===== config.mk =====
export PLATFORM = sky130hd
export DESIGN_NAME = bat_amateur
export DESIGN_NICKNAME = d
export VERILOG_FILES = /design/src/hdl/bat_pkg.sv /design/src/hdl/bat_alu.sv /design/src/hdl/bat_amateur.sv /design/src/hdl/bat_controller.sv /design/src/hdl/bat_memory.sv /design/src/hdl/bat_regfile.sv
export SDC_FILE = /design/constraint.sdc
export NUM_CORES = 2
export LEC_CHECK = 0
export BUFFER_PORTS_ARGS = -buffer_cell sky130_fd_sc_hd__buf_2
export CAP_MARGIN = 20
export CORE_MARGIN = 5
export CORE_UTILIZATION = 60
export CTS_BUF_LIST = sky130_fd_sc_hd__clkbuf_16
export DETAILED_ROUTE_END_ITERATION = 6
export GPL_ROUTABILITY_DRIVEN = 1
export PLACE_DENSITY_LB_ADDON = 0.25
export SLEW_MARGIN = 20
export SYNTH_ARGS = -nofsm -noshare
export SYNTH_HDL_FRONTEND = slang
export SYNTH_SLANG_ARGS = --single-unit

===== constraint.sdc =====
create_clock -name clk -period 29.9 [get_ports clk]
set_input_delay 4.485 -clock clk [delete_from_list [all_inputs] [get_ports clk]]
set_output_delay 4.485 -clock clk [all_outputs]
set_load 0.01 [all_outputs]

===== src/hdl/bat_pkg.sv =====
`default_nettype none

package bat_pkg;

    localparam int DATA_W    = 16;
    localparam int MEM_AW    = 8;
    localparam int MEM_DEPTH = 256;
    localparam int NUM_REGS  = 8;
    localparam int REG_IDX_W = $clog2(NUM_REGS);
    localparam int IMM_W     = 8;

    localparam int REG_A   = 0;
    localparam int REG_B   = 1;
    localparam int REG_OUT = 7;

    // ALU ops share their codes with the ALU select
    typedef enum logic [4:0] {
        OP_NOP = 5'd0,
        OP_ADD = 5'd1,
        OP_SUB = 5'd2,
        OP_AND = 5'd3,
        OP_OR  = 5'd4,
        OP_XOR = 5'd5,
        OP_NOT = 5'd6,
        OP_SHL = 5'd7,
        OP_SHR = 5'd8,
        OP_LDI = 5'd9,
        OP_MOV = 5'd10,
        OP_INC = 5'd11,
        OP_LD  = 5'd12,
        OP_ST  = 5'd13,
        OP_JMP = 5'd14,
        OP_JZ  = 5'd15,
        OP_JC  = 5'd16,
        OP_HLT = 5'd17
    } opcode_e;

    typedef struct packed {
        opcode_e              opcode;
        logic [REG_IDX_W-1:0] rd;
        logic [IMM_W-1:0]     imm;
    } instr_t;

    typedef enum logic [2:0] {
        BUS_NONE = 3'd0,
        BUS_PC   = 3'd1,
        BUS_RAM  = 3'd2,
        BUS_IMM  = 3'd3,
        BUS_REG  = 3'd4,
        BUS_ALU  = 3'd5
    } bus_src_e;

    typedef struct packed {
        logic                 pc_inc;
        logic                 pc_load;
        logic                 mar_load;
        logic                 ram_we;
        logic                 ir_load;
        bus_src_e             bus_src;
        logic [REG_IDX_W-1:0] reg_sel;  // write target for reg_we and reg_inc
        logic [REG_IDX_W-1:0] src_sel;  // register put on the bus by BUS_REG
        logic                 reg_we;
        logic                 reg_inc;
        opcode_e              alu_op;
        logic                 flags_we;
    } ctrl_t;

    typedef struct packed {
        logic carry;
        logic zero;
    } flags_t;

    typedef enum logic [2:0] {
        ST_FETCH_ADDR,
        ST_FETCH_READ,
        ST_FETCH_IR,
        ST_EXEC,
        ST_MEM_READ,
        ST_MEM_WB,
        ST_MEM_WRITE,
        ST_HALTED
    } state_e;

endpackage

`default_nettype wire


===== src/hdl/bat_alu.sv =====
`timescale 1ns/10ps
`default_nettype none

module bat_alu import bat_pkg::*; (
    input  wire logic [DATA_W-1:0] a,
    input  wire logic [DATA_W-1:0] b,
    input  wire opcode_e           op,
    output logic [DATA_W-1:0]      result,
    output flags_t                 flags
);

    // top bit carries the carry, borrow or shifted-out bit
    logic [DATA_W:0] sum;
    logic            is_alu;

    always_comb begin
        sum    = '0;
        is_alu = 1'b1;
        case (op)
            OP_ADD:  sum = {1'b0, a} + {1'b0, b};
            OP_SUB:  sum = {1'b0, a} - {1'b0, b};  // wraps to set bit 16 on borrow
            OP_AND:  sum = {1'b0, a & b};
            OP_OR:   sum = {1'b0, a | b};
            OP_XOR:  sum = {1'b0, a ^ b};
            OP_NOT:  sum = {1'b0, ~a};
            OP_SHL:  sum = {a, 1'b0};
            OP_SHR:  sum = {a[0], 1'b0, a[DATA_W-1:1]};
            default: is_alu = 1'b0;
        endcase
    end

    assign result      = sum[DATA_W-1:0];
    assign flags.carry = sum[DATA_W];
    assign flags.zero  = is_alu && (result == '0);

endmodule

`default_nettype wire


===== src/hdl/bat_amateur.sv =====
`timescale 1ns/10ps
`default_nettype none

module bat_amateur import bat_pkg::*; (
    input  wire logic              clk,
    input  wire logic              arst_n,
    input  wire logic              halt,
    input  wire logic              ext_ram_en,
    input  wire logic              ext_ram_rw,
    input  wire logic [MEM_AW-1:0] address,
    input  wire logic [DATA_W-1:0] data,
    output logic [DATA_W-1:0]      out,
    output logic [DATA_W-1:0]      rdata,
    output logic                   halted
);

    ctrl_t             ctrl;
    flags_t            alu_flags;
    instr_t            ir_q;
    logic [MEM_AW-1:0] pc_q;
    logic [MEM_AW-1:0] mar_q;
    logic              ram_acc_q;
    logic [DATA_W-1:0] bus;
    logic [DATA_W-1:0] alu_result;
    logic [DATA_W-1:0] sel_data;
    logic [DATA_W-1:0] reg_a;
    logic [DATA_W-1:0] reg_b;
    logic              ram_en;
    logic              ram_we;
    logic [MEM_AW-1:0] ram_addr;
    logic [DATA_W-1:0] ram_wdata;

    always_comb begin
        case (ctrl.bus_src)
            BUS_PC:  bus = {{(DATA_W-MEM_AW){1'b0}}, pc_q};
            BUS_RAM: bus = rdata;
            BUS_IMM: bus = {{(DATA_W-IMM_W){1'b0}}, ir_q.imm};
            BUS_REG: bus = sel_data;
            BUS_ALU: bus = alu_result;
            default: bus = '0;
        endcase
    end

    always_ff @(posedge clk or negedge arst_n) begin
        if (!arst_n) begin
            pc_q      <= '0;
            mar_q     <= '0;
            ir_q      <= '0;
            ram_acc_q <= 1'b0;
        end else begin
            if (ctrl.pc_load) begin
                pc_q <= bus[MEM_AW-1:0];
            end else if (ctrl.pc_inc) begin
                pc_q <= pc_q + 1'b1;
            end
            if (ctrl.mar_load) begin
                mar_q <= bus[MEM_AW-1:0];
            end
            if (ctrl.ir_load) begin
                ir_q <= instr_t'(bus);
            end
            // every MAR load is followed by one RAM access in fetch read, mem read or mem write
            ram_acc_q <= ctrl.mar_load;
        end
    end

    assign ram_en    = halt ? ext_ram_en : ram_acc_q;
    assign ram_we    = halt ? ext_ram_rw : ctrl.ram_we;
    assign ram_addr  = halt ? address : mar_q;
    assign ram_wdata = halt ? data : bus;

    bat_controller i_controller (
        .clk    (clk),
        .arst_n (arst_n),
        .halt   (halt),
        .flags  (alu_flags),
        .instr  (ir_q),
        .ctrl   (ctrl),
        .halted (halted),
        .flag_q ()
    );

    bat_alu i_alu (
        .a      (reg_a),
        .b      (reg_b),
        .op     (ctrl.alu_op),
        .result (alu_result),
        .flags  (alu_flags)
    );

    bat_regfile i_regfile (
        .clk      (clk),
        .arst_n   (arst_n),
        .ctrl     (ctrl),
        .bus      (bus),
        .sel_data (sel_data),
        .reg_a    (reg_a),
        .reg_b    (reg_b),
        .reg_out  (out)
    );

    bat_memory i_memory (
        .clk   (clk),
        .en    (ram_en),
        .we    (ram_we),
        .addr  (ram_addr),
        .wdata (ram_wdata),
        .rdata (rdata)
    );

endmodule

`default_nettype wire


===== src/hdl/bat_controller.sv =====
`timescale 1ns/10ps
`default_nettype none

module bat_controller import bat_pkg::*; (
    input  wire logic   clk,
    input  wire logic   arst_n,
    input  wire logic   halt,
    input  wire flags_t flags,
    input  wire instr_t instr,
    output ctrl_t       ctrl,
    output logic        halted,
    output flags_t      flag_q
);

    state_e state;
    state_e state_nxt;
    ctrl_t  ctrl_dec;

    always_comb begin
        state_nxt = state;
        ctrl_dec  = '0;
        case (state)
            ST_FETCH_ADDR: begin
                ctrl_dec.bus_src  = BUS_PC;
                ctrl_dec.mar_load = 1'b1;
                state_nxt         = ST_FETCH_READ;
            end
            ST_FETCH_READ: begin
                state_nxt = ST_FETCH_IR;  // RAM registers the word at MAR here
            end
            ST_FETCH_IR: begin
                ctrl_dec.bus_src = BUS_RAM;
                ctrl_dec.ir_load = 1'b1;
                ctrl_dec.pc_inc  = 1'b1;
                state_nxt        = ST_EXEC;
            end
            ST_EXEC: begin
                state_nxt        = ST_FETCH_ADDR;
                ctrl_dec.reg_sel = instr.rd;
                case (instr.opcode)
                    OP_ADD, OP_SUB, OP_AND, OP_OR, OP_XOR, OP_NOT, OP_SHL, OP_SHR: begin
                        ctrl_dec.bus_src  = BUS_ALU;
                        ctrl_dec.alu_op   = instr.opcode;
                        ctrl_dec.reg_we   = 1'b1;
                        ctrl_dec.flags_we = 1'b1;
                    end
                    OP_LDI: begin
                        ctrl_dec.bus_src = BUS_IMM;
                        ctrl_dec.reg_we  = 1'b1;
                    end
                    OP_MOV: begin
                        ctrl_dec.bus_src = BUS_REG;
                        ctrl_dec.src_sel = instr.imm[REG_IDX_W-1:0];
                        ctrl_dec.reg_we  = 1'b1;
                    end
                    OP_INC: begin
                        ctrl_dec.reg_inc = 1'b1;
                    end
                    OP_LD: begin
                        ctrl_dec.bus_src  = BUS_IMM;
                        ctrl_dec.mar_load = 1'b1;
                        state_nxt         = ST_MEM_READ;
                    end
                    OP_ST: begin
                        ctrl_dec.bus_src  = BUS_IMM;
                        ctrl_dec.mar_load = 1'b1;
                        state_nxt         = ST_MEM_WRITE;
                    end
                    OP_JMP, OP_JZ, OP_JC: begin
                        ctrl_dec.bus_src = BUS_IMM;
                        ctrl_dec.pc_load = (instr.opcode == OP_JMP) ||
                                           (instr.opcode == OP_JZ && flag_q.zero) ||
                                           (instr.opcode == OP_JC && flag_q.carry);
                    end
                    OP_HLT: begin
                        state_nxt = ST_HALTED;
                    end
                    OP_NOP: begin
                    end
                    default: begin
                    end
                endcase
            end
            ST_MEM_READ: begin
                state_nxt = ST_MEM_WB;
            end
            ST_MEM_WB: begin
                ctrl_dec.bus_src = BUS_RAM;
                ctrl_dec.reg_sel = instr.rd;
                ctrl_dec.reg_we  = 1'b1;
                state_nxt        = ST_FETCH_ADDR;
            end
            ST_MEM_WRITE: begin
                ctrl_dec.bus_src = BUS_REG;
                ctrl_dec.src_sel = instr.rd;
                ctrl_dec.ram_we  = 1'b1;
                state_nxt        = ST_FETCH_ADDR;
            end
            ST_HALTED: begin
                state_nxt = ST_HALTED;  // only halt gets us out
            end
            default: begin
                state_nxt = ST_FETCH_ADDR;
            end
        endcase
        if (halt) begin
            state_nxt = ST_FETCH_ADDR;
        end
    end

    assign ctrl   = halt ? '0 : ctrl_dec;  // outside world owns the RAM while halted
    assign halted = (state == ST_HALTED);

    always_ff @(posedge clk or negedge arst_n) begin
        if (!arst_n) begin
            state  <= ST_FETCH_ADDR;
            flag_q <= '0;
        end else begin
            state <= state_nxt;
            if (ctrl.flags_we) begin
                flag_q <= flags;
            end
        end
    end

endmodule

`default_nettype wire


===== src/hdl/bat_memory.sv =====
`timescale 1ns/10ps
`default_nettype none

module bat_memory import bat_pkg::*; (
    input  wire logic              clk,
    input  wire logic              en,
    input  wire logic              we,
    input  wire logic [MEM_AW-1:0] addr,
    input  wire logic [DATA_W-1:0] wdata,
    output logic [DATA_W-1:0]      rdata
);

    logic [DATA_W-1:0] mem [MEM_DEPTH];

    always_ff @(posedge clk) begin
        if (en) begin
            if (we) begin
                mem[addr] <= wdata;
            end else begin
                rdata <= mem[addr];  // read word shows one cycle later
            end
        end
    end

endmodule

`default_nettype wire


===== src/hdl/bat_regfile.sv =====
`timescale 1ns/10ps
`default_nettype none

module bat_regfile import bat_pkg::*; (
    input  wire logic              clk,
    input  wire logic              arst_n,
    input  wire ctrl_t             ctrl,
    input  wire logic [DATA_W-1:0] bus,
    output logic [DATA_W-1:0]      sel_data,
    output logic [DATA_W-1:0]      reg_a,
    output logic [DATA_W-1:0]      reg_b,
    output logic [DATA_W-1:0]      reg_out
);

    // A, B, 3 to 7, OUT from index 0 up
    logic [DATA_W-1:0] regs [NUM_REGS];

    always_ff @(posedge clk or negedge arst_n) begin
        if (!arst_n) begin
            for (int i = 0; i < NUM_REGS; i++) begin
                regs[i] <= '0;
            end
        end else if (ctrl.reg_we) begin
            regs[ctrl.reg_sel] <= bus;
        end else if (ctrl.reg_inc) begin
            regs[ctrl.reg_sel] <= regs[ctrl.reg_sel] + 1'b1;  // wraps at 16 bits
        end
    end

    assign sel_data = regs[ctrl.src_sel];
    assign reg_a    = regs[REG_A];
    assign reg_b    = regs[REG_B];
    assign reg_out  = regs[REG_OUT];

endmodule

`default_nettype wire


==> qor.csv <==
metric,value,unit
outcome,finished clean,
rsz0062_at_grt,no,
path_class,in -> reg,
reg2reg_slack,21840,ps
start_util,60.2,%
clock_path_buffers,4,
grt-ovfl-total,0,
seqPwrFrac,49.5,%
grt_pass1_wl,654,mm
syn_area_per_cell,20.3,µm²
hp-class,reg -> reg,
cpMostUsedCell,buf_4,
dieArea,0.290,mm²
drv_cap,0,
ys.flop_type,edfxtp_1,
portBuffers,61,
cts_tree,done,
r2r-start,i_controller.state[0]$_DFF_PN0_,
p_int,10.3,mW
setup_tns,0,ps
hold_viol_final,0,
fill_cells,17100,
cts.clk_slew.worst_paths,60,ps
relSlewSlack,18.2,%
via_per_inst,7.02,
yosys_warnings,0,
grt_max_degree,225,
synth_seq_cells,4278,
synthArstFlopShare,3.88,%
holdPathStages,2,
fmax,0.0883,GHz
dpl.hpwl,269,mm
hold_ws,505,ps
maxUsedRoutingLayer,met5,
p_sw,3.43,mW
core,0.279,mm²
cpPeakStageDelay,760,ps
clkPwrFrac,37.9,%
initialDrtViolationCount,13300,
dieWidth,539,µm
cp-start-kind,input port,
setup_viol,0,
track_usage,31.3,%
h-tree-depth,5,
synth_commonest_cells,"edfxtp_1, mux4_2, a22oi_1",
p_leak,59.6,nW
vdd_drop_max,0.0000530,V
p_per_area,72.9,mW/mm²
antenna_found_initial,38,
drv_slew,0,
drt-total-wl,458,mm
antenna_left,0,
crit_fanout,88,
route.vias.total,89700,
met1_length,162,mm
synth.top_cells.by_area,"edfxtp_1, mux4_2, dfrtp_1",
synth_nets,8349,
gp_congestion,0.958,
cts_sinks,4278,
worst_pin_slew,1210,ps
wl_met2,212,mm
postCtsSetupRepairBufs,0,
route.met3.wl,61.8,mm
nNetsFinal,8735,
synth_cell_types,88,
fin_crit_sh,37.9,%
wl_per_cell,35.9,µm
cts_made_buffers,415,
layout-drive-gt1-share,25.4,%
period_needed,11320,ps
firstDrtPassIters,6,
hold_end,i_regfile.regs[19]$_DFFE_PN0P_,
clock_skew,112,ps
p_sw_share,24.9,%
ctsResizeCount,0,
syn_area,0.168,mm²
synth_cells,8268,
synth_top_area_cell,edfxtp_1,
hp-start,i_regfile.regs[19]$_DFFE_PN0P_,
end_kind,register,
drcViolationCount,0,
worstPathRequired,30590,ps
r2r-end,i_memory.mem[250][14]$_DFFE_PP_,
insertion_delay,1020,ps
ios,62,
synth_edf_count,4112,
area_growth,12.4,%
synth.yosys.seq_area_share,76.1,%
ff2ff_path_depth,15,
row_count,194,
combPwrFrac,12.6,%
yosysMostFrequentCell,edfxtp_1,
crit_arrival,12010,ps
grt_pass1_vias,88400,
slowest_stage,mux2_8,
total_power,13.7,mW
cts_hold_buffers,0,
dieHeight,539,µm
root_buffer,clkbuf_16,
crit_chain,buf_4 -> buf_4 -> mux2_8 -> buf_4 -> buf_4 -> buf_12 -> buf_12 -> buf_4 -> mux4_2 -> a22oi_1 -> a21oi_1 -> or4_1 -> nor3_1 -> nand4_1,
synth_top_area_share,73.6,%
-- worst max-delay path, delay by kind of cell --
kind            cells  cell delay [ps]
compound gates      2              410
mux                 2             1390
simple gates        3              960
buf+inv             7             4410
-- sequential cells by signal, summed over array words and instances, names as in the netlist, 2 cells and up --
signal	cells
i_controller.flag_q	2
i_regfile.regs	80
ir_q	16
i_memory.mem	4096
mar_q	8
i_memory.rdata	16
i_regfile.reg_a	16
i_regfile.reg_b	16
pc_q	8
i_controller.state	3
i_regfile.reg_out	16
-- per-layer routing --
layer  up-vias  GRT usage [%]
met2      6411           46.7
met3      1040           9.62
li1      35400              -
met5         -              0
met1     46700           43.9
met4        36           13.3
-- worst max path at each step --
stage               depth (start not counted)  slack (ps)  from                             to
finish                                     14       18580  halt    i_memory.rdata[2]$_DFFE_PP_
global route                               14       17920  halt    i_memory.rdata[2]$_DFFE_PP_
CTS                                        14       18520  halt    i_memory.rdata[0]$_DFFE_PP_
detailed placement                         14       17460  halt    i_memory.rdata[0]$_DFFE_PP_
global placement                           14       17540  halt    i_memory.rdata[0]$_DFFE_PP_
floorplan                                  16       13810  halt  i_memory.mem[0][11]$_DFFE_PP_
-- layout make-up --
type                       count  area (µm²)  area share (%)
timing repair buffer         504        3980            2.11
clock buffer                 423       10600            5.61
clock inverter               354        3080            1.63
sequential                  4278      128000            67.7
inverter                      61         229           0.121
antenna                       41         103          0.0544
multi-input combinational   3394       38400            20.3
tap                         3724        4660            2.47
-- cells by family after synthesis --
kind of cell               count (synthesis)  synth area share, %
AOI/OAI and AO/OA                       1266                 5.07
xor gates and xnor gates                  39                0.213
adders and majority gates                 52                0.392
buffers and inverters                    596                 1.45
DFF                                     4278                 76.1
muxes                                   1108                 14.3
and+or+nand+nor                          929                 2.49
-- power groups by stage --
stage / registers [mW] / logic (mW) / clock network [mW]
4_1_cts: 6.79 / 1.71 / 5.25
6_report: 6.80 / 1.73 / 5.21
5_1_grt: 6.79 / 1.83 / 5.52
3_5_place_dp: 6.92 / 1.70 / 0
2_1_floorplan: 6.94 / 1.13 / 0
3_3_place_gp: 6.92 / 1.67 / 0
-- placed cells by master (no fill, tap or decap), types with 14 or more instances in the layout --
master,count
clkinv_1,102
nand4_1,21
o41ai_1,14
edfxtp_1,4112
inv_1,139
a211oi_1,19
clkinvlp_4,16
mux2_2,19
nor4_1,36
clkbuf_16,423
o221ai_1,16
buf_12,15
and3_1,16
a22oi_1,520
xnor2_1,29
mux4_2,1032
nor2b_1,15
nand2_2,16
diode_2,41
nor3_1,47
bufinv_16,43
dfrtp_1,166
nand2_1,284
a31oi_1,17
buf_4,415
ha_1,51
clkinv_2,85
nor2_2,16
buf_2,59
a21oi_1,292
o21ai_0,177
nand2b_1,16
nor2_1,327
mux2i_1,51
nand3_1,50
-- metrics by stage --
stage,area (µm²),worst slack [ps],utilization [%],instances
3_3_place_gp,174000,17540,62.6,11900
5_1_grt,189000,17920,67.6,12700
2_1_floorplan,168000,13810,-,8268
3_5_place_dp,175000,17460,62.6,12000
6_report,189000,18580,67.6,12800
4_1_cts,188000,18520,67.5,12700
Note: power is estimated with default switching activity, not from simulation.
